File: src/verilog/ppu_defs.svh
`ifndef PPU_DEFS_SVH
`define PPU_DEFS_SVH

// ======================================================================
// Screen and frame geometry
// ======================================================================
`define PPU_DOTS_PER_LINE   9'd456
`define PPU_LINES_PER_FRAME 8'd154
`define PPU_VISIBLE_LINES   8'd144
`define PPU_SCREEN_W        8'd160

// Mode lengths in dots, mode 0 takes the rest of the line
`define PPU_MODE2_LEN       9'd80
`define PPU_MODE3_LEN       9'd172

// ======================================================================
// CPU address map
// ======================================================================
`define PPU_VRAM_BASE       16'h8000
`define PPU_VRAM_LAST       16'h9FFF

`define PPU_REG_LCDC        16'hFF40
`define PPU_REG_SCY         16'hFF42
`define PPU_REG_SCX         16'hFF43
`define PPU_REG_LY          16'hFF44
`define PPU_REG_BGP         16'hFF47

// LCD on, tile data at 8000, map at 9800, background on
`define PPU_LCDC_RESET      8'h91

`endif

File: src/verilog/ppu_pkg.sv
package ppu_pkg;

  // Encoded as the hardware mode number
  typedef enum logic [1:0] {
    PPU_MODE_0 = 2'd0,  // H-blank
    PPU_MODE_1 = 2'd1,  // V-blank
    PPU_MODE_2 = 2'd2,  // OAM scan
    PPU_MODE_3 = 2'd3   // Pixel transfer
  } ppu_mode_t;

  // Raw background colour index
  typedef logic [1:0] color_idx_t;

  // Shade after the BGP palette
  typedef logic [1:0] shade_t;

  // Background fetcher steps
  typedef enum logic [2:0] {
    FETCH_MAP,
    FETCH_LO,
    FETCH_HI,
    FETCH_PUSH,
    FETCH_IDLE
  } fetch_state_t;

endpackage

File: src/verilog/ppu_mode_timer.sv
`include "ppu_defs.svh"

module ppu_mode_timer (
  input  logic               clk,
  input  logic               reset,
  input  logic               lcd_on,
  output ppu_pkg::ppu_mode_t mode,
  output logic [7:0]         ly,
  output logic               line_start,
  output logic               vblank_irq
);
  import ppu_pkg::*;

  logic [8:0] dot;
  logic       line_end;
  logic [7:0] ly_next;

  assign line_end = (dot == `PPU_DOTS_PER_LINE - 9'd1);
  assign ly_next  = (ly == `PPU_LINES_PER_FRAME - 8'd1) ? 8'd0 : ly + 8'd1;

  always_ff @(posedge clk or posedge reset) begin
    if (reset) begin
      dot        <= 9'd0;
      ly         <= 8'd0;
      mode       <= PPU_MODE_2;
      line_start <= 1'b0;
      vblank_irq <= 1'b0;
    end else if (!lcd_on) begin
      // LCD off parks the timer at the top of the frame
      dot        <= 9'd0;
      ly         <= 8'd0;
      mode       <= PPU_MODE_2;
      line_start <= 1'b0;
      vblank_irq <= 1'b0;
    end else begin
      line_start <= 1'b0;
      vblank_irq <= 1'b0;
      if (line_end) begin
        dot <= 9'd0;
        ly  <= ly_next;
        if (ly_next >= `PPU_VISIBLE_LINES) begin
          mode <= PPU_MODE_1;
        end else begin
          mode <= PPU_MODE_2;
        end
        // One pulse on entry to the first blank line
        vblank_irq <= (ly_next == `PPU_VISIBLE_LINES);
      end else begin
        dot <= dot + 9'd1;
        if (mode != PPU_MODE_1) begin
          if (dot == `PPU_MODE2_LEN - 9'd1) begin
            mode       <= PPU_MODE_3;
            line_start <= 1'b1;
          end else if (dot == `PPU_MODE2_LEN + `PPU_MODE3_LEN - 9'd1) begin
            mode <= PPU_MODE_0;
          end
        end
      end
    end
  end

  // V-blank covers exactly the lines below the screen
  assert property (@(posedge clk) disable iff (reset)
    (mode == PPU_MODE_1) == (ly >= `PPU_VISIBLE_LINES));

endmodule

File: config.mk
export PLATFORM = sky130hd
export DESIGN_NAME = ppu_mode_timer
export DESIGN_NICKNAME = d
export VERILOG_FILES = /design/src/verilog/ppu_pkg.sv /design/src/verilog/ppu_mode_timer.sv
export VERILOG_INCLUDE_DIRS = /design/src /design/src/verilog
export SDC_FILE = /design/constraint.sdc
export NUM_CORES = 1
export LEC_CHECK = 0
export ABC_AREA = 0
export ABC_CLOCK_PERIOD_IN_PS = 2400
export BUFFER_PORTS_ARGS = -buffer_cell sky130_fd_sc_hd__buf_2
export CORE_ASPECT_RATIO = 1.25
export CORE_MARGIN = 3
export CORE_UTILIZATION = 56
export CTS_CLUSTER_SIZE = 28
export DETAILED_ROUTE_END_ITERATION = 10
export PLACE_DENSITY = 0.78
export SLEW_MARGIN = 5
export SYNTH_ARGS = -nofsm -noshare
export SYNTH_HDL_FRONTEND = slang
export SYNTH_SLANG_ARGS = --single-unit
File: constraint.sdc
create_clock -name clk -period 2.4 [get_ports clk]
set_clock_uncertainty 0.1 [all_clocks]
set_input_delay 0.48 -clock clk [delete_from_list [all_inputs] [get_ports clk]]
set_output_delay 0.48 -clock clk [all_outputs]
set_load 0.01 [all_outputs]
# ---- After elaboration in Yosys (flattened, before gate mapping)
# Cells that the tools add are included.
dict set report totals {
  elab_cells 35
  reg_bits 21
}
dict set report classes {
  n_reduce_logical 1
  n_eq_ne 9
  order_cmp 1
  mux 17
  add_sub_neg 2
}
# operator count
set ops {}
lappend ops {{$mux 8} 3}
lappend ops {{$mux 9} 2}
lappend ops {{$eq 8x8->1 const B} 2}
lappend ops {{$mux 2} 6}
lappend ops {{$add 9x1->9 const B} 1}
lappend ops {{$eq 9x7->1 const B} 1}
lappend ops {{$eq 9x8->1 const B} 1}
lappend ops {{$eq 9x9->1 const B} 1}
lappend ops {{$add 8x1->8 const B} 1}
lappend ops {{$ge 8x8->1 const B} 1}
lappend ops {{$mux 1} 6}
lappend ops {{$ne 2x1->1 const B} 2}
lappend ops {{$ne 4x1->1 const B} 1}
lappend ops {{$ne 3x1->1 const B} 1}
lappend ops {{$reduce_and 2->1} 1}

# ---- Longest topological paths before layout
dict set report depth {
  depth_word 6
  ltp_mapped 7
}

# ---- Worst setup path before layout
# No wires, ideal clock.
dict set report synth_path {
  path_kind {reg2reg}
  from {register dot[0]}
  to {register mode[0]}
  period_less_slack_ns 1.758
  setup_slack_ns 0.642
  setup_ns 0.120
  path_stages_with_launch 7
  n_path_buf 0
  t_arrival_ns 1.539
  cell_sequence {dfrtp_1 ha_1 nand2b_1 or4b_1 a21oi_1 nand2_1 and3_1}
}
dict set report synth_between {
  elab_chain_len 5
  elab_cells_between_ends 10
  cone_classes {5 x eq/ne; 4 x mux; 1 x reduce/logical}
}
# element line_no
set synth_rtl {}
lappend synth_rtl {{from (decl)} ppu_mode_timer.sv:14} ;# logic [8:0] dot;
lappend synth_rtl {{from (signal assigned)} ppu_mode_timer.sv:49} ;# dot <= dot + 9'd1;
lappend synth_rtl {{$eq 9x7->1} ppu_mode_timer.sv:51} ;# if (dot == `PPU_MODE2_LEN - 9'd1) begin
lappend synth_rtl {{$mux 2} ppu_mode_timer.sv:51}
lappend synth_rtl {{$mux 2} ppu_mode_timer.sv:50} ;# if (mode != PPU_MODE_1) begin
lappend synth_rtl {{$mux 2} ppu_mode_timer.sv:38} ;# if (line_end) begin
lappend synth_rtl {{$mux 2} ppu_mode_timer.sv:28} ;# end else if (!lcd_on) begin
lappend synth_rtl {{to (signal assigned)} ppu_mode_timer.sv:32} ;# mode <= PPU_MODE_2;
lappend synth_rtl {{to (signal assigned)} ppu_mode_timer.sv:42} ;# mode <= PPU_MODE_1;
lappend synth_rtl {{to (signal assigned)} ppu_mode_timer.sv:52} ;# mode <= PPU_MODE_3;
lappend synth_rtl {{to (decl)} ppu_mode_timer.sv:7} ;# output ppu_pkg::ppu_mode_t mode,
# Parallel ways exist; a longest one is shown, timed or not. The select of a mux whose other input is x is not followed.
# A chain may end at the register's enable or synchronous reset.

# ---- Worst setup path after layout
# Same ends and word-level chain as after synthesis.

==> results.ini <==
[logic_synthesis]
yosys_warnings=0
postSynth.asyncResetShare_pct=100.0
synth_enable_flop_cells=0
post_synthesis_average_cell_area_um2=9.341
synth_flop_cell=dfrtp_1
yosys-top-cells-count=dfrtp_1, nor2_1, o21ai_0
netlist.area_leader.share_pct=40.90
post_synth_inst_count=131
synth.distinct_cells=40
postSynthRegisterBits=21
main_area_contributors_after_synthesis=dfrtp_1, o21ai_0, nor2_1
yosys.cell_count.top_type=dfrtp_1
synth_area_mm2=0.001224
yosys.area.top_type=dfrtp_1
synth-seq-area-share_pct=43.05
syn_nets=137

[die]
fp-row-count=18
top_level_ports=15
die_area_mm2=0.002786
core_mm2=0.002027
dieWidth_um=47.81
floorplan.die.height_um=58.27
floorplan.initialDensity_pct=60.37

[clocking]
cts.repair_timing.setup_buffer_count=0
cts_made_buffers=3
cts_root_buffer=clkbuf_4
max-clock-path-buffers=2
cts_repair_resize_count=0
clock_tree_from_tritoncts=done
clock-sinks=21
cts.hold.buffers_added=0
clk_latency_ns=0.29
clkSlewWorstSetupHoldPaths_ns=0.11
htree_num_levels=1

[worst_setup_path]
ff2ff_path_depth=6
critical-path-slowest-cell=or4b_1
setup.reg_to_reg.worst_slack_ns=0.49
cp-end-kind=flop
worst_ep_required_time_ns=2.49
critPathArrivalTime_ns=2.00
critPathKind=reg2reg
worst-path-max-fanout=4
crit-reg2reg-capture=mode[0]
critical_path.reg2reg.startpoint=dot[0]
critPathMaxStageDelay_ns=0.55
critical_path.startpoint_type=flop
worstPathCellList=ha_1 > nand2b_1 > or4b_1 > a21oi_1 > nand2_1 > and3_1

[finish]
area_growth_syn_to_layout_pct=9.407
multi_input_comb_area_um2=659.4
num-fill-cells=165
antenna-diode-count=0
num-nets-final=153
proportion_of_layout_cells_with_a_drive_suffix_above_1_pct=19.86
ff_latch_area_um2=526.8

[sta]
setup-violations-final=0
timing.final.ws_setup_ns=0.4869
timing_worst_slew_pin_value_ns=0.8089
period_needed_ns=1.913
rsz_0062_raised_after_global_routing=false
slew_headroom_pct=46.02
finalHoldViolCount=0
timing.final.crit_share_pct=79.71
slew_viol_final=0
fmaxAchievable_ghz=0.5227
fin_setup_tns_ns=0

[routing]
wire_per_inst_um=15.40
via_count=1026
dr.first_iter.drc_count=36
first_pass_iters=4
viasPerCell=6.181
drc=0
ant_nets=0
wirelength_um=2556

[global_route]
globalRouteOverflowTotal=0
maximum_number_of_pins_on_one_net_before_global_route_repair=22
first_global_vias=992
antenna_found_initial=0
grt_first_pass_wirelength_um=4202
grt_usage_pct=20.71

[pwr]
peakVddDrop_mv=0.2742
power_per_cell_area_mw_per_mm2=417.9
leakagePower_nw=0.6486

[placed_design]
dpl.hpwl_um=1935
placer_congestion_estimate=0.9184
port_buffers=14
place_ws_ns=0.4684

[worst_hold_path]
hp-class=in2async

[status]
outcome=finished clean

[run]
maxCapViolCount=0

-- worst max-delay path, delay by kind of cell, from the launching register on --
kind / cells / cell delay (ns)
AOI/OAI and AO/OA: 1 / 0.17
adders and majority gates: 1 / 0.27
and+or+nand+nor: 4 / 0.89
DFF: 1 / 0.39
-- layout make-up --
| cell class | count | area share [%] |
|---|---|---|
| clock inverters | 1 | 0.3738 |
| flip-flops and latches | 21 | 39.35 |
| multi-input cells | 101 | 49.25 |
| repair buffers | 16 | 6.355 |
| well taps | 20 | 1.869 |
| inverters | 4 | 1.121 |
| clock buffers | 3 | 1.682 |
-- cell families (layout without fill, tap and decap cells) --
logic type               after synthesis  count (layout)  share of synthesized area (%)
multiplexers                           1               1                         0.9202
flip-flops                            21              21                          43.05
XOR/XNOR                               5               5                          3.579
adder cells (fa/ha/maj)                3               3                          3.068
AND/OR/NAND/NOR                       65              65                          32.21
buffers and inverters                  9              24                          3.067
AO/OA/AOI/OAI                         27              27                          14.11
-- cell usage in the layout, fill, tap and decap left out, types with 4 or more instances in the layout --
master,synthesis,final
o21ai_0,10,10
nand3_1,7,7
dfrtp_1,20,20
a21o_1,4,4
a21oi_1,5,5
nand4_1,4,4
buf_2,3,14
inv_1,4,4
and3_1,7,7
nand2b_1,4,4
nor3_1,6,6
nor2_1,12,12
nand2_1,7,7
-- flip-flops by register name, indices dropped and copies added (netlist names) --
register / count
dot: 9
line_start: 1
ly: 8
mode: 2
vblank_irq: 1
-- through the flow --
step / cell area [um^2] / util [%] / power, mW / hold slack (ns) / cells
after floorplan: 1224 / - / 0.3907 / 0.3251 / 131
after global placement: 1311 / 64.69 / 0.4032 / 0.3343 / 162
after detailed placement: 1311 / 64.69 / 0.4043 / 0.3610 / 162
after CTS: 1339 / 66.05 / 0.5667 / 0.2375 / 166
after global routing: 1339 / 66.05 / 0.5908 / 0.2560 / 166
final: 1339 / 66.05 / 0.5595 / 0.2216 / 166
-- per-layer routing --
layer  part of all wire (%)  track usage (%)  up-vias  routed length [um]
li1                       -                -      504                   -
met1                     41            24.55      494                1040
met2                     54            35.35       22                1389
met3                    3.4            2.795        6                  88
met4                    1.5            9.231        0                  38
met5                      0                0        -                   0
-- power breakdown --
part	switching [mW]	internal, mW	total [mW]
Combinational	0.0209	0.0115	0.0324
Clock	0.100	0.0619	0.162
Sequential	0.00439	0.360	0.365
Total	0.126	0.434	0.559
-- how the worst max path moves through the flow --
| stage | slack, ns | start | to | cells after the start |
|---|---|---|---|---|
| 4_1_cts | 0.46 | dot[0] | mode[0] | 6 |
| 2_1_floorplan | 0.64 | dot[0] | mode[0] | 6 |
| 3_5_place_dp | 0.47 | dot[0] | mode[0] | 6 |
| 5_1_grt | 0.29 | dot[0] | ly[4] | 6 |
| 3_3_place_gp | 0.56 | dot[0] | mode[0] | 6 |
| 6_report | 0.49 | dot[0] | mode[0] | 6 |
(Power assumes the default switching activity.)
