===== src/verilog/ppu_defs.svh =====
`ifndef PPU_DEFS_SVH
`define PPU_DEFS_SVH

// ======================================================================
// Screen and frame geometry
// ======================================================================
`define PPU_DOTS_PER_LINE   9'd456
`define PPU_LINES_PER_FRAME 8'd154
`define PPU_VISIBLE_LINES   8'd144
`define PPU_SCREEN_W        8'd160

// Mode lengths in dots, mode 0 takes the rest of the line
`define PPU_MODE2_LEN       9'd80
`define PPU_MODE3_LEN       9'd172

// ======================================================================
// CPU address map
// ======================================================================
`define PPU_VRAM_BASE       16'h8000
`define PPU_VRAM_LAST       16'h9FFF

`define PPU_REG_LCDC        16'hFF40
`define PPU_REG_SCY         16'hFF42
`define PPU_REG_SCX         16'hFF43
`define PPU_REG_LY          16'hFF44
`define PPU_REG_BGP         16'hFF47

// LCD on, tile data at 8000, map at 9800, background on
`define PPU_LCDC_RESET      8'h91

`endif


===== src/verilog/ppu_pkg.sv =====
package ppu_pkg;

  // Encoded as the hardware mode number
  typedef enum logic [1:0] {
    PPU_MODE_0 = 2'd0,  // H-blank
    PPU_MODE_1 = 2'd1,  // V-blank
    PPU_MODE_2 = 2'd2,  // OAM scan
    PPU_MODE_3 = 2'd3   // Pixel transfer
  } ppu_mode_t;

  // Raw background colour index
  typedef logic [1:0] color_idx_t;

  // Shade after the BGP palette
  typedef logic [1:0] shade_t;

  // Background fetcher steps
  typedef enum logic [2:0] {
    FETCH_MAP,
    FETCH_LO,
    FETCH_HI,
    FETCH_PUSH,
    FETCH_IDLE
  } fetch_state_t;

endpackage


===== src/verilog/pixel_output.sv =====
`include "ppu_defs.svh"

module pixel_output (
  input  logic                clk,
  input  logic                reset,
  input  logic                line_start,
  input  ppu_pkg::ppu_mode_t  mode,
  input  logic [7:0]          ly,
  input  logic [7:0]          scx,
  input  logic [7:0]          lcdc,
  input  logic [7:0]          bgp,
  input  logic                empty,
  input  ppu_pkg::color_idx_t top_px,
  output logic                pop_en,
  output logic                pixel_valid,
  output logic [7:0]          pixel_x,
  output logic [7:0]          pixel_y,
  output ppu_pkg::shade_t     pixel_shade
);
  import ppu_pkg::*;

  logic [7:0] x_count;
  logic [2:0] discard;
  logic       line_done;
  logic       keep;
  shade_t     shade;

  assign line_done = (x_count == `PPU_SCREEN_W);
  // The FIFO is being flushed on line_start
  assign pop_en = (mode == PPU_MODE_3) && !line_start && !empty && !line_done;
  assign keep   = pop_en && (discard == 3'd0);

  // BGP lookup, background disabled shows shade 0
  assign shade = lcdc[0] ? bgp[{top_px, 1'b0} +: 2] : 2'd0;

  always_ff @(posedge clk or posedge reset) begin
    if (reset) begin
      x_count     <= 8'd0;
      discard     <= 3'd0;
      pixel_valid <= 1'b0;
    end else begin
      pixel_valid <= keep;
      if (line_start) begin
        x_count <= 8'd0;
        discard <= scx[2:0];
      end else if (pop_en) begin
        // Fine scroll pixels are popped and dropped
        if (discard != 3'd0) begin
          discard <= discard - 3'd1;
        end else begin
          x_count <= x_count + 8'd1;
        end
      end
    end
  end

  always_ff @(posedge clk) begin
    if (keep) begin
      pixel_x     <= x_count;
      pixel_y     <= ly;
      pixel_shade <= shade;
    end
  end

endmodule


===== config.mk =====
export PLATFORM = sky130hd
export DESIGN_NAME = pixel_output
export DESIGN_NICKNAME = d
export VERILOG_FILES = /design/src/verilog/ppu_pkg.sv /design/src/verilog/pixel_output.sv
export VERILOG_INCLUDE_DIRS = /design/src /design/src/verilog
export SDC_FILE = /design/constraint.sdc
export NUM_CORES = 1
export LEC_CHECK = 0
export BUFFER_PORTS_ARGS = -buffer_cell sky130_fd_sc_hd__buf_2
export CORE_MARGIN = 1
export CORE_UTILIZATION = 50
export CTS_CLUSTER_SIZE = 12
export DETAILED_ROUTE_END_ITERATION = 10
export HOLD_SLACK_MARGIN = 0.05
export PLACE_DENSITY = 0.89
export SLEW_MARGIN = 0
export SYNTH_ARGS = -nofsm -noshare
export SYNTH_HDL_FRONTEND = slang
export SYNTH_SLANG_ARGS = --single-unit
export TNS_END_PERCENT = 100

===== constraint.sdc =====
create_clock -name clk -period 6.7 [get_ports clk]
set_clock_uncertainty 0.1 [all_clocks]
set_input_delay 0.67 -clock clk [delete_from_list [all_inputs] [get_ports clk]]
set_output_delay 0.67 -clock clk [all_outputs]
set_load 0.03 [all_outputs]

======== After elaboration in Yosys (flattened, before gate mapping) ========
Cells that the tools add are included.
W data, S select, Z words.
operators by class
  add/sub/neg operators ................... 2
  shifts and indexed selects .............. 1
  reductions and logical operators ........ 13
  multiplexer cells ....................... 6
  eq/ne operators ......................... 3
operators with widths
  operator               count
  $mux W8                3
  $mux W3                3
  $add A8 B1 Y8 const B  1
  $eq A8 B8 Y1 const B   1
  $shiftx A8 B4 Y2       1
  $logic_and A1 B1 Y1    4
  $reduce_and A2 Y1      2
  $reduce_bool A2 Y1     2
  $logic_not A1 Y1       3
  $logic_not A3 Y1       1
  $reduce_bool A3 Y1     1
  $sub A3 B1 Y3 const B  1
  $eq A2 B2 Y1 const B   1
  $ne A2 B2 Y1 const B   1
word-level totals
  word-level logic and storage cells ...... 31
  input bits .............................. 40
  bits in registers ....................... 30

======== Logic depth before layout (Yosys ltp) ========
Gate-level depths: netlist (run 1).
  depth in word-level cells ............... 6
  gate-level depth with buffers ........... 6
  gate-level depth less buffers ........... 6

======== Least setup slack after synthesis (run 1) ========
OpenSTA, ideal clock, no wires.
  path kind ............................... input to register
  start ................................... input port empty
  end ..................................... register x_count[1]
  arrival time ............................ 1.986 ns
  setup slack ............................. 4.486 ns
  buffers on the path ..................... 0
  data required time ...................... 6.471 ns
  stages on the path ...................... 4
  cell sequence ........................... nand4bb_4 a211oi_4 mux2i_1 nor2_1
on the way
  cells in the longest elaborated chain, start to end .. 5
ends and longest elaborated chain
  what                              RTL line            source
  start: declaration                pixel_output.sv:12  input logic empty,
  $logic_not A1 Y1                  pixel_output.sv:30  assign pop_en = (mode == PPU_MODE_3) && !line_start && !empty && !line_done;
  $logic_and A1 B1 Y1 (2 in a row)  pixel_output.sv:30
  $reduce_bool A2 Y1 (no line)      n/a
  $reduce_and A2 Y1 (no line)       n/a
  end signal: assignment            pixel_output.sv:51  x_count <= x_count + 8'd1;
  end: declaration                  pixel_output.sv:22  logic [7:0] x_count;
Every way passes these cells.
A chain may end at the register's enable or synchronous reset.

======== Worst setup path after layout (run 1) ========
  start ................................... register x_count[0]
  end ..................................... output port pop_en
on the way
  cells in the longest elaborated chain, start to end .. 3
ends and longest elaborated chain
  what                    RTL line            source
  $eq A8 B8 Y1 (no line)  n/a
  $logic_not A1 Y1        pixel_output.sv:30
  $logic_and A1 B1 Y1     pixel_output.sv:30
  end: declaration        pixel_output.sv:14  output logic pop_en,
Every way passes these cells.

==> results of run 1 <==
## cell type report
cell class	instances	area [µm²]	area share
clock buffers	6	41.3	0.0240
multi-input cells	54	517	0.301
flip-flops and latches	30	841	0.489
well taps	30	37.5	0.0218
clock inverters	2	8.76	0.00510
inverters	10	37.5	0.0218
repair buffers	47	235	0.137
## metrics by stage
stage	std cells	util	setup WS, ns
4_1_cts	179	0.669	4.26
3_5_place_dp	171	0.650	4.02
5_1_grt	179	0.669	4.14
6_report	179	0.669	4.26
2_1_floorplan	95	-	4.49
3_3_place_gp	171	0.650	4.08
## power by group
group | switching, mW | internal (mW) | leakage [nW]
clock | 0.0599 | 0.0393 | 0.0297
combinational | 0.0149 | 0.0139 | 0.352
sequential | 0.00147 | 0.198 | 0.328
total | 0.0762 | 0.251 | 0.710
## state kept, by name, indices dropped and copies added (netlist names)
register and cells:
pixel_x 8, pixel_y 8, x_count 8, discard 3, pixel_shade 2, pixel_valid 1
## cell families after synthesis
kind of cell	share of synthesized area
mux	0.0392
simple gates	0.146
xor+xnor	0.0374
buf+inv	0.0330
fa+ha+maj	0.0357
compound gates	0.110
flops	0.599
## worst max-delay path, cell delays in order, from the launching register on
cell and delay (ns):
dfrtp_1 0.43, inv_1 0.07, ha_1 0.20, and4bb_4 0.25, a21oi_2 0.17, buf_2 0.22
## worst paths after layout
kind                                 start          to  slack, ns  cells after the start
worst min register to register  x_count[7]  pixel_x[7]       0.42                      0
worst max register to register  x_count[0]  x_count[1]       4.29                      6
min in group clk                     ly[1]  pixel_y[1]       0.42                      1
max in group asynchronous            reset  x_count[6]       5.94                      2
worst max-delay path            x_count[0]      pop_en       4.26                      5
worst min-delay path                 reset  x_count[1]       0.23                      2
## synth_stat cells (2+ instances only)
cell,n
edfxtp_1,18
dfrtp_1,12
inv_1,10
nor2_1,6
xnor2_1,6
nand2_1,5
ha_1,4
a2111oi_4,2
a21oi_1,2
a31o_1,2
and2_1,2
mux4_2,2
nand4_1,2
## cell usage in the layout, fill, tap and decap left out, drive strengths merged, types with 2 or more instances in the layout
cell / instances
a31o: 2
nand2: 5
buf: 47
xnor2: 6
nor2b: 2
a211oi: 2
a2111oi: 2
mux4: 2
nor2: 6
nor3b: 2
clkinv: 2
nand4: 2
inv: 10
ha: 4
a21oi: 3
dfrtp: 12
clkbuf: 6
edfxtp: 18
and2: 2
## layer usage
metal,global-route usage,up-vias,routed length (µm)
met4,0.121,0,47
li1,-,454,-
met3,0.0820,5,209
met5,0,-,0
met1,0.171,463,917
met2,0.347,39,1320
==> qor.txt, run 1 <==
status = completed
post-route DRC violation count = 0
crit start category = flip-flop
ys async rst share = 0.400
CP max FO = 5
fin crit period = 2.44 ns
root buffer cell = clkbuf_4
CP Capture Type = output port
CTS tree = done
hpwl dp = 1890 µm
pin slew with the least headroom to its limit = 1.09 ns
P&R area growth vs syn = 22.4%
most used flip-flop cell after synthesis = edfxtp_1
vias in the first global route = 996
top cells by area, synth = edfxtp_1, dfrtp_1, a2111oi_4, xnor2_1, ha_1
area leader, netlist = edfxtp_1
Setup Crit Path Kind = reg2out
1st-pass router iterations = 4
top-area cell type share of the netlist area = 0.385
largest net degree at the start of global routing = 24
per-cell routed wire length = 14.0 µm
Post-DP Area = 1670 µm²
period utilization = 0.364
number of diodes = 0
Setup TNS = 0 ns
synthesized cell area = 1400 µm²
Pwr Total = 327 µW
max-slew violation count = 0
Iteration-0 DRC Markers = 11
total grt overflow = 0
clk_lat worst skew = 0.33 ns
final hold vios = 0
Vias = 961
core box area = 2570 µm²
io pins = 60
setup bufs post-CTS = 0
share of cells above drive strength 1 = 0.443
maximum VDD drop = 0.139 mV
CTS H-tree depth = 2
total routing usage reported by global routing = 0.192
number of vias per cell = 5.37
unrepaired setup endpoints after global routing = no
Hold WC Path Type = in2async
PwrDens = 191 nW/µm²
Resized cells post-CTS = 0
Post-Route WL = 2500 µm
buffers added on ports = 47
fillcell total = 207
Initial Utilization = 0.547
Max-slew headroom = 0.271
Die X = 55.0 µm
TritonCTS buffer count = 5
Post-synth EDFFs = 18
first-pass GRT wire length = 3820 µm
overall die height = 55.0 µm
hold buffers post-CTS = 0
Syn Inst Count = 95
Final nets = 192
initial antenna violation count = 0
final setup violation count = 0
clock buffer depth = 2
RD Place Congestion = 0.745
Max-Cap Viols = 0
post-route ant nets = 0
Yosys warnings = 0
Yosys reg bits = 30
worst hold margin = 0.231 ns
row count = 18
Worst Path Arrival = 1.67 ns
syn_area_per_cell = 14.8 µm²
post-synthesis sequential area ratio = 0.599
die area = 3020 µm²
cell area after layout = 1720 µm²
fmax = 410 MHz
CTS sink count = 30
leakage power = 0.710 nW
worst endpoint required time = 5.93 ns
synth unique cells = 35
Net Count, Synth = 139
CTS clk-pin slew, worst paths = 0.09 ns
Power figures use the tool's default switching activity.
==> run 2: changes to the inputs <==
CORE_UTILIZATION = 47   (was 50)
PLACE_DENSITY = 0.85   (was 0.89)
clock period = 2.41 ns   (was 6.7 ns; I/O delays follow)
==> run 2 against run 1 <==
  * Cell count up 7.3%
  * Total power rose to 3.2 times the previous value
  * Highest routed layer unchanged
  * Sequential cell count unchanged
  * Design area up 8.5%
  * Die area up 6.1%
==> qor.txt, run 2 (same netlist as run 1, synthesis figures left out) <==
status = completed
CP max FO = 5 (unchanged)
FF-to-FF End = x_count[1]
Worst Hold End = discard[2]
die area = 3210 µm² (+6.1%)
1st-pass router iterations = 3 (-1)
Die X = 56.7 µm (+3.0%)
maximum VDD drop = 0.468 mV (+240%)
Setup TNS = 0 ns (unchanged)
first-pass GRT wire length = 4770 µm (+25%)
Setup Crit Path Kind = reg2out
Iteration-0 DRC Markers = 20 (+9)
Combinational Power Share = 0.091 (+0.003)
final setup violation count = 0 (unchanged)
clock share of power = 0.382 (+0.079)
worst hold margin = 0.0763 ns (-0.155 ns)
post-route DRC violation count = 0 (unchanged)
number of diodes = 0 (unchanged)
CTS tree = done
Worst R2R Setup Slack = 0.40 ns (-3.89 ns)
Final nets = 204 (+6.3%)
per-cell routed wire length = 14.9 µm (+7.1%)
fin crit period = 2.05 ns
Sequential cell area = 841 µm² (unchanged)
buffers added on ports = 47 (unchanged)
fillcell total = 201 (-2.9%)
Post-Route WL = 2870 µm (+15%)
share of cells above drive strength 1 = 0.429 (-0.0144)
switching part of the total = 0.223 (-0.00942)
end-of-flow core utilization = 0.670 (+0.00116)
RD Place Congestion = 0.746 (about the same)
vias in the first global route = 1048 (+5.2%)
sequential power share = 0.527 (-0.082)
setup bufs post-CTS = 0 (unchanged)
pin slew with the least headroom to its limit = 0.517 ns (-0.572 ns)
root buffer cell = clkbuf_4
Max-slew headroom = 0.655 (+0.383)
pre-CTS setup slack = 0.443 ns (-3.57 ns)
Placed Cells = 173 (+1.2%)
worst min-delay path startpoint = scx[2]
most frequent cells in the layout = buf_2, edfxtp_1, dfrtp_1
row count = 19 (+1)
initial antenna violation count = 0 (unchanged)
reg-to-reg critical path startpoint = x_count[0]
crit start category = flip-flop
TritonCTS buffer count = 5 (unchanged)
PwrDens = 564 nW/µm² (+200%)
number of vias per cell = 5.22 (-2.8%)
hold path cells = 3
P&R area growth vs syn = 32.8%
unrepaired setup endpoints after global routing = no
number of cells on the worst reg-to-reg path = 7 (+1)
io pins = 60 (unchanged)
CTS sink count = 30 (unchanged)
setup slack after layout = 0.360 ns (-3.90 ns)
Worst Path Arrival = 1.71 ns (+0.04 ns)
overall die height = 56.7 µm (+3.0%)
max-slew violation count = 0 (unchanged)
CTS H-tree depth = 2 (unchanged)
Max-Cap Viols = 0 (unchanged)
post-route ant nets = 0 (unchanged)
commonest non-fill, non-tap cell in the layout = buf_2
Resized cells post-CTS = 0 (unchanged)
CP Capture Type = output port
Psw = 235 µW (+210%)
biggest regs = pixel_x: 8 flops, pixel_y: 8 flops, x_count: 8 flops
fmax = 488 MHz
clk_lat worst skew = 0.33 ns (about the same)
total grt overflow = 0 (unchanged)
area of the multi-input gates = 517 µm² (unchanged)
CTS clk-pin slew, worst paths = 0.11 ns (+0.02 ns)
total routing usage reported by global routing = 0.205 (+0.0139)
Pint = 816 µW (+220%)
Vias = 1002 (+4.3%)
period utilization = 0.851
Hold WC Path Type = in2reg
final hold vios = 0 (unchanged)
core box area = 2780 µm² (+8.3%)
worst endpoint required time = 2.07 ns (-3.86 ns)
Layout Cells excl Fill = 192 (+7.3%)
clock buffer depth = 2 (unchanged)
leakage power = 0.771 nW (+8.6%)
largest net degree at the start of global routing = 24 (unchanged)
Initial Utilization = 0.505 (-0.0421)
[run 2: changes by cell type in the layout (fill, tap and decap cells not counted)]
cell           previous run  this run
clkinv_2                  1         2
buf_4                     0         1
clkinv_1                  1         0
bufinv_16                 0         1
clkbuf_1                  1         0
dlygate4sd3_1             0        11
[run 2: final cells by class]
| cell class | instances | share of cell area |
|---|---|---|
| Clock buffer | 5 | 0.0201 |
| Clock inverter | 3 | 0.0215 |
| Sequential cell | 30 | 0.451 |
| Tap cell | 31 | 0.0208 |
| Timing Repair Buffer | 59 | 0.189 |
| Multi-Input combinational cell | 54 | 0.277 |
| Inverter | 10 | 0.0201 |
[run 2: worst max-delay path by stage]
stage / startpoint / to / slack, ns
detailed placement: x_count[0] / x_count[1] / 0.44
global placement: x_count[0] / x_count[1] / 0.52
CTS: x_count[0] / pop_en / 0.37
global route: x_count[0] / pop_en / 0.25
finish: x_count[0] / pop_en / 0.36
floorplan: x_count[0] / x_count[1] / 0.30
[run 2: what timing repair did]
item                                    4_1_cts  5_1_grt
hold buffers                                 11        0
endpoints found under the setup margin        0        0
endpoints found under the hold margin        22        0
[run 2: metrics by stage]
step | power, mW | instance area, µm²
2_1_floorplan | 0.612 | 1400
3_3_place_gp | 0.641 | 1680
3_5_place_dp | 0.647 | 1680
4_1_cts | 1.05 | 1860
5_1_grt | 1.08 | 1860
6_report | 1.05 | 1860
[run 2: critical path, cell delays in order (launching register included)]
cell      delay, ns
dfrtp_1        0.46
inv_1          0.08
ha_1           0.20
and4bb_4       0.25
a21oi_2        0.17
buf_2          0.22
[run 2: layer usage]
| layer | global-route usage | share of wire | up-vias |
|---|---|---|---|
| li1 | - | - | 475 |
| met1 | 0.205 | 0.37 | 487 |
| met2 | 0.378 | 0.56 | 29 |
| met3 | 0.0484 | 0.038 | 11 |
| met4 | 0.125 | 0.036 | 0 |
| met5 | 0 | 0 | - |
[run 2: power by group through the flow]
stage	Combinational (mW)	Clock [mW]	Sequential, mW
2_1_floorplan	0.0438	0	0.568
3_5_place_dp	0.0816	0	0.565
4_1_cts	0.0961	0.402	0.554
3_3_place_gp	0.0756	0	0.565
6_report	0.0953	0.401	0.554
5_1_grt	0.105	0.424	0.555
