## src/verilog/ppu_defs.svh

```systemverilog
`ifndef PPU_DEFS_SVH
`define PPU_DEFS_SVH

// ======================================================================
// Screen and frame geometry
// ======================================================================
`define PPU_DOTS_PER_LINE   9'd456
`define PPU_LINES_PER_FRAME 8'd154
`define PPU_VISIBLE_LINES   8'd144
`define PPU_SCREEN_W        8'd160

// Mode lengths in dots, mode 0 takes the rest of the line
`define PPU_MODE2_LEN       9'd80
`define PPU_MODE3_LEN       9'd172

// ======================================================================
// CPU address map
// ======================================================================
`define PPU_VRAM_BASE       16'h8000
`define PPU_VRAM_LAST       16'h9FFF

`define PPU_REG_LCDC        16'hFF40
`define PPU_REG_SCY         16'hFF42
`define PPU_REG_SCX         16'hFF43
`define PPU_REG_LY          16'hFF44
`define PPU_REG_BGP         16'hFF47

// LCD on, tile data at 8000, map at 9800, background on
`define PPU_LCDC_RESET      8'h91

`endif

```

## src/verilog/ppu_pkg.sv

```systemverilog
package ppu_pkg;

  // Encoded as the hardware mode number
  typedef enum logic [1:0] {
    PPU_MODE_0 = 2'd0,  // H-blank
    PPU_MODE_1 = 2'd1,  // V-blank
    PPU_MODE_2 = 2'd2,  // OAM scan
    PPU_MODE_3 = 2'd3   // Pixel transfer
  } ppu_mode_t;

  // Raw background colour index
  typedef logic [1:0] color_idx_t;

  // Shade after the BGP palette
  typedef logic [1:0] shade_t;

  // Background fetcher steps
  typedef enum logic [2:0] {
    FETCH_MAP,
    FETCH_LO,
    FETCH_HI,
    FETCH_PUSH,
    FETCH_IDLE
  } fetch_state_t;

endpackage

```

## src/verilog/pixel_fifo.sv

```systemverilog
module pixel_fifo (
  input  logic                      clk,
  input  logic                      reset,
  input  logic                      flush,
  input  logic                      push_en,
  input  ppu_pkg::color_idx_t [7:0] push_px,
  output logic                      space,
  input  logic                      pop_en,
  output ppu_pkg::color_idx_t       top_px,
  output logic                      empty
);
  import ppu_pkg::*;

  color_idx_t mem [0:15];
  logic [3:0] rd_ptr;
  logic [3:0] wr_ptr;
  logic [4:0] count;

  // Room for one more tile
  assign space  = (count <= 5'd8);
  assign empty  = (count == 5'd0);
  assign top_px = mem[rd_ptr];

  always_ff @(posedge clk) begin
    if (push_en) begin
      for (int i = 0; i < 8; i++) begin
        mem[wr_ptr + 4'(i)] <= push_px[i];
      end
    end
  end

  always_ff @(posedge clk or posedge reset) begin
    if (reset) begin
      rd_ptr <= 4'd0;
      wr_ptr <= 4'd0;
      count  <= 5'd0;
    end else if (flush) begin
      rd_ptr <= 4'd0;
      wr_ptr <= 4'd0;
      count  <= 5'd0;
    end else begin
      if (push_en) begin
        wr_ptr <= wr_ptr + 4'd8;
      end
      if (pop_en) begin
        rd_ptr <= rd_ptr + 4'd1;
      end
      count <= count + (push_en ? 5'd8 : 5'd0) - (pop_en ? 5'd1 : 5'd0);
    end
  end

  // Fetcher must honour space
  assert property (@(posedge clk) disable iff (reset) push_en |-> (count <= 5'd8));

  // Output stage must watch empty
  assert property (@(posedge clk) disable iff (reset) pop_en |-> (count != 5'd0));

endmodule

```

## config.mk

```make
export PLATFORM = sky130hd
export DESIGN_NAME = pixel_fifo
export DESIGN_NICKNAME = d
export VERILOG_FILES = /design/src/verilog/ppu_defs.svh /design/src/verilog/ppu_pkg.sv /design/src/verilog/pixel_fifo.sv
export SDC_FILE = /design/constraint.sdc
export NUM_CORES = 1
export LEC_CHECK = 0
export BUFFER_PORTS_ARGS = -buffer_cell sky130_fd_sc_hd__buf_2
export CORE_MARGIN = 4
export CORE_UTILIZATION = 57
export DETAILED_ROUTE_END_ITERATION = 8
export GPL_TIMING_DRIVEN = 0
export PLACE_DENSITY_LB_ADDON = 0.25
export REMOVE_ABC_BUFFERS = 1
export SLEW_MARGIN = 0
export SYNTH_ARGS = -nofsm -noshare
export SYNTH_HDL_FRONTEND = slang
export SYNTH_SLANG_ARGS = --single-unit
```

## constraint.sdc

```tcl
create_clock -name clk -period 2.15 [get_ports clk]
set_input_delay 0.43 -clock clk [delete_from_list [all_inputs] [get_ports clk]]
set_output_delay 0.43 -clock clk [all_outputs]
set_load 0.02 [all_outputs]
```

-- Word-level counts from Yosys, hierarchy flattened
Memory sizes are Yosys's and may differ from the RTL's.
Cells that the tools add are included.
- register bits: 13
- RAM bits: 32
- input bits: 21
- output and inout bits: 4
- logic and storage cells: 28
- memories kept: 1
- $add $sub $neg: 11
- magnitude comparators: 1
- multiplexer cells: 9
- reductions and logical operators: 3
- memory list (name ; words ; bits a word ; rd ports ; clocked after memory_dff ; write ports ; line ; text):
    mem ; 16 ; 2 ; 1 ; 0 ; 8 ; pixel_fifo.sv:14 ; color_idx_t mem [0:15];
- operators by type and width (kind ; number):
    4-bit 2-to-1 mux ; 5
    4-bit by 3-bit adder with 4-bit output, second input constant ; 4
    4-bit by 1-bit adder with 4-bit output, second input constant ; 2
    4-bit by 2-bit adder with 4-bit output, second input constant ; 2
    5-bit by 4-bit adder with 5-bit output ; 1
    5-bit by 4-bit <= comparator with 1-bit output, second input constant ; 1
    5-bit logical NOT ; 1
    5-bit 2-to-1 mux ; 1
    5-bit by 1-bit subtractor with 5-bit output ; 1
    4-bit adder, second input constant ; 1
    2-bit nonzero test ; 2
    1-bit 2-to-1 mux ; 3

-- Logic depth before layout (Yosys ltp)
Gate-level depths: netlist of the first run.
- word-level depth: 4
- gate-level depth with buffers: 8
- gate-level depth less buffers: 8

-- Least setup slack after synthesis of the first run
Ideal clock, no wire load.
- kind: register to output
- from: register rd_ptr[0]
- to: output port top_px[0]
- arrival time: 1.434 ns
- data required time: 1.720 ns
- path slack: 0.286 ns
- cell stages (with the launch flop): 6
- path buffers: 1
- path through: dfrtp_1 > buf_6 > mux4_2 > nor2b_1 > a211oi_1 > a21oi_1
- cells in the longest elaborated chain, start to end: 1
- ends and longest elaborated chain (item ; line ; text):
    start, declared ; pixel_fifo.sv:15 ; logic [3:0] rd_ptr;
    start signal, assigned ; pixel_fifo.sv:46 ; rd_ptr <= rd_ptr + 4'd1;
    memory 16 x 2 bit ; -- ;
    end, declared ; pixel_fifo.sv:9 ; output ppu_pkg::color_idx_t top_px,
Every way passes these cells.

-- Worst setup path in the final report of the first run
- from: register rd_ptr[0]
- to: output port top_px[1]
Same word-level chain as after synthesis.

==> impl_metrics.env, run 1 <==
export IMPL_end_kind="output pin"
export IMPL_root_buffer="clkbuf_8"
export IMPL_leakage_uw=0.001069
export IMPL_path_clk_slew_ns=0.08
export IMPL_drive_above_1_share_pct=23.30
export IMPL_maxCapViolCount=0
export IMPL_viasPerCell=5.644
export IMPL_dr_first_iter_drc_count=36
export IMPL_relSlewSlack_pct=62.09
export IMPL_synth_top_area_share_pct=45.52
export IMPL_start_util_pct=61.32
export IMPL_yosys_warnings=0
export IMPL_critPathMaxFanout=6
export IMPL_ys_ff_latch=42
export IMPL_antenna_found_initial=0
export IMPL_post_drt_wl_per_cell_um=16.59
export IMPL_layout_common_cells="edfxtp_1, a21o_1, buf_2"
export IMPL_numCtsBuffers=5
export IMPL_status="finished, violations left"
export IMPL_ir_drop_v=0.0005243
export IMPL_startpoint_type="flop"
export IMPL_finClkSkew_ns=0.005152
export IMPL_io_pins=25
export IMPL_areaGrowthSynthToFinish_pct=11.62
export IMPL_fp_dieH_um=68.86
export IMPL_violations="negative setup slack"
export IMPL_wl_um=3683
export IMPL_required_ns=1.72
export IMPL_yosysUniqueCellTypes=25
export IMPL_yosysSeqAreaShare_pct=57.38
export IMPL_grt_overflow=0
export IMPL_ant_nets=0
export IMPL_cts_max_level=2
export IMPL_insertion_delay_ns=0.30
export IMPL_power_density_mw_per_mm2=840.6
export IMPL_setup_viol=2
export IMPL_remaining_drc_errors=0
export IMPL_yosysTopAreaCell="edfxtp_1"
export IMPL_vias=1253
export IMPL_cts_tree="yes"
export IMPL_final_common_cell="edfxtp_1"
export IMPL_cts_path_max_buffers=2
export IMPL_grt_pass1_wl_um=5885
export IMPL_grt_pass1_vias=1267
export IMPL_worstPathArrival_ns=1.88
export IMPL_track_usage_pct=17.80
export IMPL_drtPass1Iterations=4
export IMPL_whs_ns=0.09727
export IMPL_worst_slew_pin_slew_ns=0.5673
export IMPL_postCtsHoldBufs=0
export IMPL_core_area_mm2=0.003442
export IMPL_r2r_slack_ns=0.33
export IMPL_netlist_top_cells_area="edfxtp_1, dfrtp_1, a21o_1"
export IMPL_setup_ws_ns=-0.1595
export IMPL_synthCells=157
export IMPL_finalHoldViolCount=0
export IMPL_syn_cell_area_mm2=0.002111
export IMPL_power_uw=1981
export IMPL_n_antenna_cell=0
export IMPL_gp_congestion=0.7404
export IMPL_hold_class="primary input to asynchronous set/reset pin"
export IMPL_grt_max_degree=25
export IMPL_max_clock_freq_mhz=433.0
export IMPL_nets=203
export IMPL_slew_viol_final=0
export IMPL_dp_hpwl_um=2589
export IMPL_rsz0062_at_grt="yes"
export IMPL_avgSynthCellArea_um2=13.44
export IMPL_dieWidth_um=68.86
export IMPL_dieArea_mm2=0.004741
export IMPL_fin_crit_sh_pct=107.4
export IMPL_rows=21
export IMPL_cts_sinks=42
export IMPL_fin_crit_ns=2.310
export IMPL_critPathKind="flop to output pin"
export IMPL_io_buffers=24
==> report_power, final <==
part | internal (uW) | switching, uW
registers | 964 | 46.8
logic | 210 | 229
clock network | 258 | 273
==> cell type report <==
class                      instances  area (um2)
inverter                           9       33.78
sequential                        42        1214
multi-input combinational         90       798.3
tap                               46       57.56
clock buffer                       6       82.58
timing repair buffer              27       157.7
fill                             262        1086
clock inverter                     2       12.51
==> metal layers <==
layer  share of wire, %  vias to the layer above  global-route usage (%)
met5                  0                        -                       0
met4                1.2                        0                   5.839
met3                4.2                        6                   4.862
met2                 55                       23                   32.02
met1                 40                      625                   20.39
li1                   -                      599                       -
==> logic make-up (layout without fill, tap and decap cells) <==
| kind of cell | count (synthesis) | in the layout | share of synthesized area, % |
|---|---|---|---|
| flops | 42 | 42 | 57.38 |
| compound gates | 35 | 35 | 11.97 |
| simple gates | 30 | 30 | 7.113 |
| buf+inv | 25 | 44 | 5.098 |
| mux | 11 | 11 | 11.03 |
| fa+ha+maj | 7 | 7 | 4.505 |
| xor+xnor | 7 | 7 | 2.905 |
==> Yosys cell counts <==
| cell type | n |
|---|---|
| edfxtp_1 | 32 |
| a21o_1 | 29 |
| nor2_1 | 13 |
| clkbuf_1 | 12 |
| dfrtp_1 | 10 |
| inv_1 | 9 |
| nor2b_1 | 7 |
| ha_1 | 6 |
| mux4_1 | 6 |
| and2_1 | 5 |
| a21oi_1 | 4 |
| xnor2_1 | 4 |
| mux2i_1 | 3 |
| xor2_1 | 3 |
| a211oi_1 | 2 |
| buf_2 | 2 |
| mux4_2 | 2 |
| buf_4 | 1 |
| buf_6 | 1 |
| fa_1 | 1 |
| nand2_1 | 1 |
| nand3_1 | 1 |
| nand4_1 | 1 |
| nor2_2 | 1 |
| nor3_1 | 1 |
==> critical path, cell delays in order, from the launching register on <==
cell      delay (ns)
dfrtp_2         0.40
buf_12          0.13
mux4_2          0.49
nor2b_1         0.14
a211oi_1        0.18
a21oi_1         0.08
buf_4           0.17
==> worst paths after layout <==
kind	depth (start not counted)	start	to
min	2	reset	count[3]
max in group asynchronous	2	reset	rd_ptr[1]
min reg2reg	3	count[0]	count[0]
min in group clk	1	push_px[1]	mem[0][1]
max reg2reg	3	wr_ptr[3]	mem[15][0]
max	6	rd_ptr[0]	top_px[1]
==> metrics by stage <==
stage / utilization (%) / area (um2) / TNS, ns / instances / setup slack [ns]
finish: 68.45 / 2356 / -0.2821 / 222 / -0.1595
global route: 68.45 / 2356 / -0.4548 / 222 / -0.2340
floorplan: - / 2037 / 0 / 141 / 0.1445
CTS: 68.34 / 2352 / -0.2850 / 222 / -0.1539
detailed placement: 64.34 / 2215 / -2.743 / 211 / -0.1888
global placement: 64.34 / 2215 / -1.680 / 211 / -0.1148
==> state kept, by name, indices dropped and copies added, names as in the netlist <==
register,count
rd_ptr,4
mem,32
wr_ptr,1
count,5
==> repair_timing <==
action,in CTS,in global routing
buffers inserted,3,0
resized for setup,4,2
endpoints found under the setup margin,6,2
pin swaps,2,0
Power figures use the tool's default switching activity.
==> run 2, diff against run 1 <==
--- a/config.mk
+++ b/config.mk
@@ -12,6 +12,7 @@
 export GPL_TIMING_DRIVEN = 0
 export PLACE_DENSITY_LB_ADDON = 0.25
 export REMOVE_ABC_BUFFERS = 1
+export SKIP_LAST_GASP = 1
 export SLEW_MARGIN = 0
 export SYNTH_ARGS = -nofsm -noshare
 export SYNTH_HDL_FRONTEND = slang
==> run 2 against run 1 <==
Against the previous run:
- the run still ends with negative setup slack left
- non-clock buffer count unchanged
- core utilization fell by 0.073 points
- routed wire length barely moved
- largest power group unchanged
==> impl_metrics.env, run 2 (synthesis results as in run 1) <==
export IMPL_status="finished, violations left"
export IMPL_violations="negative setup slack"
export IMPL_largest_reg_flops=32
export IMPL_path_clk_slew_ns=0.08
export IMPL_p_int_uw=1430
export IMPL_critPathMaxFanout=6
export IMPL_cts_sinks=42
export IMPL_core_area_mm2=0.003442
export IMPL_dr_first_iter_drc_count=36
export IMPL_grt_pass1_wl_um=5871
export IMPL_finalHoldViolCount=0
export IMPL_wl_um=3685
export IMPL_cts_tree="yes"
export IMPL_postCtsHoldBufs=0
export IMPL_root_buffer="clkbuf_8"
export IMPL_hold_class="primary input to asynchronous set/reset pin"
export IMPL_relSlewSlack_pct=62.09
export IMPL_pwr_share_comb_pct=22.1
export IMPL_fin_crit_sh_pct=107.3
export IMPL_worstPathArrival_ns=1.88
export IMPL_start_util_pct=61.32
export IMPL_rsz0062_at_grt="yes"
export IMPL_gp_congestion=0.7404
export IMPL_vias=1261
export IMPL_r2r_slack_ns=0.33
export IMPL_critPathKind="flop to output pin"
export IMPL_setup_viol=2
export IMPL_dieArea_mm2=0.004741
export IMPL_leakage_uw=0.001068
export IMPL_final_cells=222
export IMPL_cts_max_level=2
export IMPL_power_density_mw_per_mm2=841.7
export IMPL_setup_ws_ns=-0.1562
export IMPL_drtPass1Iterations=4
export IMPL_end_kind="output pin"
export IMPL_antenna_found_initial=0
export IMPL_rows=21
export IMPL_viasPerCell=5.680
export IMPL_n_antenna_cell=0
export IMPL_power_uw=1981
export IMPL_areaGrowthSynthToFinish_pct=11.50
export IMPL_io_buffers=24
export IMPL_drive_above_1_share_pct=23.30
export IMPL_top_register="mem"
export IMPL_layout_common_cells="edfxtp_1, a21o_1, buf_2"
export IMPL_grt_max_degree=25
export IMPL_track_usage_pct=17.74
export IMPL_final_common_cell="edfxtp_1"
export IMPL_reg_top3="mem x32, count x5, rd_ptr x4"
export IMPL_required_ns=1.72
export IMPL_p_seq_share_pct=51.0
export IMPL_max_clock_freq_mhz=433.6
export IMPL_nets=203
export IMPL_grt_pass1_vias=1262
export IMPL_dp_cells=211
export IMPL_fin_crit_ns=2.306
export IMPL_ir_drop_v=0.0005250
export IMPL_remaining_drc_errors=0
export IMPL_post_drt_wl_per_cell_um=16.60
export IMPL_fp_dieH_um=68.86
export IMPL_finClkSkew_ns=0.005893
export IMPL_fillerInstances=263
export IMPL_slew_viol_final=0
export IMPL_grt_overflow=0
export IMPL_cts_path_max_buffers=2
export IMPL_dieWidth_um=68.86
export IMPL_ant_nets=0
export IMPL_dp_hpwl_um=2589
export IMPL_insertion_delay_ns=0.30
export IMPL_io_pins=25
export IMPL_worst_slew_pin_slew_ns=0.5673
export IMPL_switching_share_pct=27.81
export IMPL_switchingPower_uw=550.9
export IMPL_pwr_share_clk_pct=26.8
export IMPL_maxCapViolCount=0
export IMPL_startpoint_type="flop"
export IMPL_numCtsBuffers=5
-- run 2: cell counts in the layout (fill, tap and decap cells not counted) --
No cell type changed its count.
-- run 2: per-layer routing --
layer	GRT usage [%]	share of wire (%)	vias to the layer above	routed length [um]
met3	4.862	4.3	6	160
li1	-	-	599	-
met2	31.55	55	30	2014
met1	20.61	40	626	1464
met5	0	0	-	0
met4	5.839	1.2	0	45
-- run 2: repair_timing --
action	CTS	global route
setup buffers	3	0
endpoints found under the setup margin	6	16
pin swaps	2	0
gates resized for setup	3	2
-- run 2: area by class of cell --
cell class / count / area [um2] / area share [%]
sequential: 42 / 1214 / 51.57
clock inverter: 2 / 12.51 / 0.5316
multi-input combinational: 90 / 798.3 / 33.92
clock buffer: 6 / 82.58 / 3.509
inverter: 9 / 33.78 / 1.435
tap: 46 / 57.56 / 2.446
timing repair buffer: 27 / 155.1 / 6.592
-- run 2: critical path, cell delays in order (launching register included) --
cell      delay (ns)
dfrtp_2         0.40
buf_12          0.13
mux4_2          0.49
nor2b_1         0.14
a211oi_1        0.18
a21oi_1         0.07
buf_2           0.17
-- run 2: worst paths after layout --
kind	end	depth (start not counted)	from
worst max-delay path	top_px[1]	6	rd_ptr[0]
max in group asynchronous	rd_ptr[1]	2	reset
worst min register to register	count[0]	3	count[0]
worst max register to register	mem[15][0]	3	wr_ptr[3]
worst min-delay path	count[3]	2	reset
min in group clk	mem[0][1]	1	push_px[1]
-- run 2: power groups by stage --
stage / Sequential, uW / Combinational, uW / Clock [uW]
after floorplan: 1020 / 311 / 0
after global placement: 1030 / 397 / 0
after detailed placement: 1040 / 414 / 0
after CTS: 1010 / 443 / 539
after global routing: 1020 / 492 / 574
final: 1010 / 439 / 532
-- run 2: through the flow --
stage	hold slack [ns]	utilization, %	setup slack, ns	TNS (ns)	area (um2)
after global placement	0.4116	64.34	-0.1148	-1.680	2215
final	0.09672	68.38	-0.1562	-0.2797	2354
after detailed placement	0.4294	64.34	-0.1888	-2.743	2215
after floorplan	0.2702	-	0.1445	0	2037
after global routing	0.1215	68.38	-0.2345	-0.4552	2354
after CTS	0.1040	68.30	-0.1539	-0.2869	2351
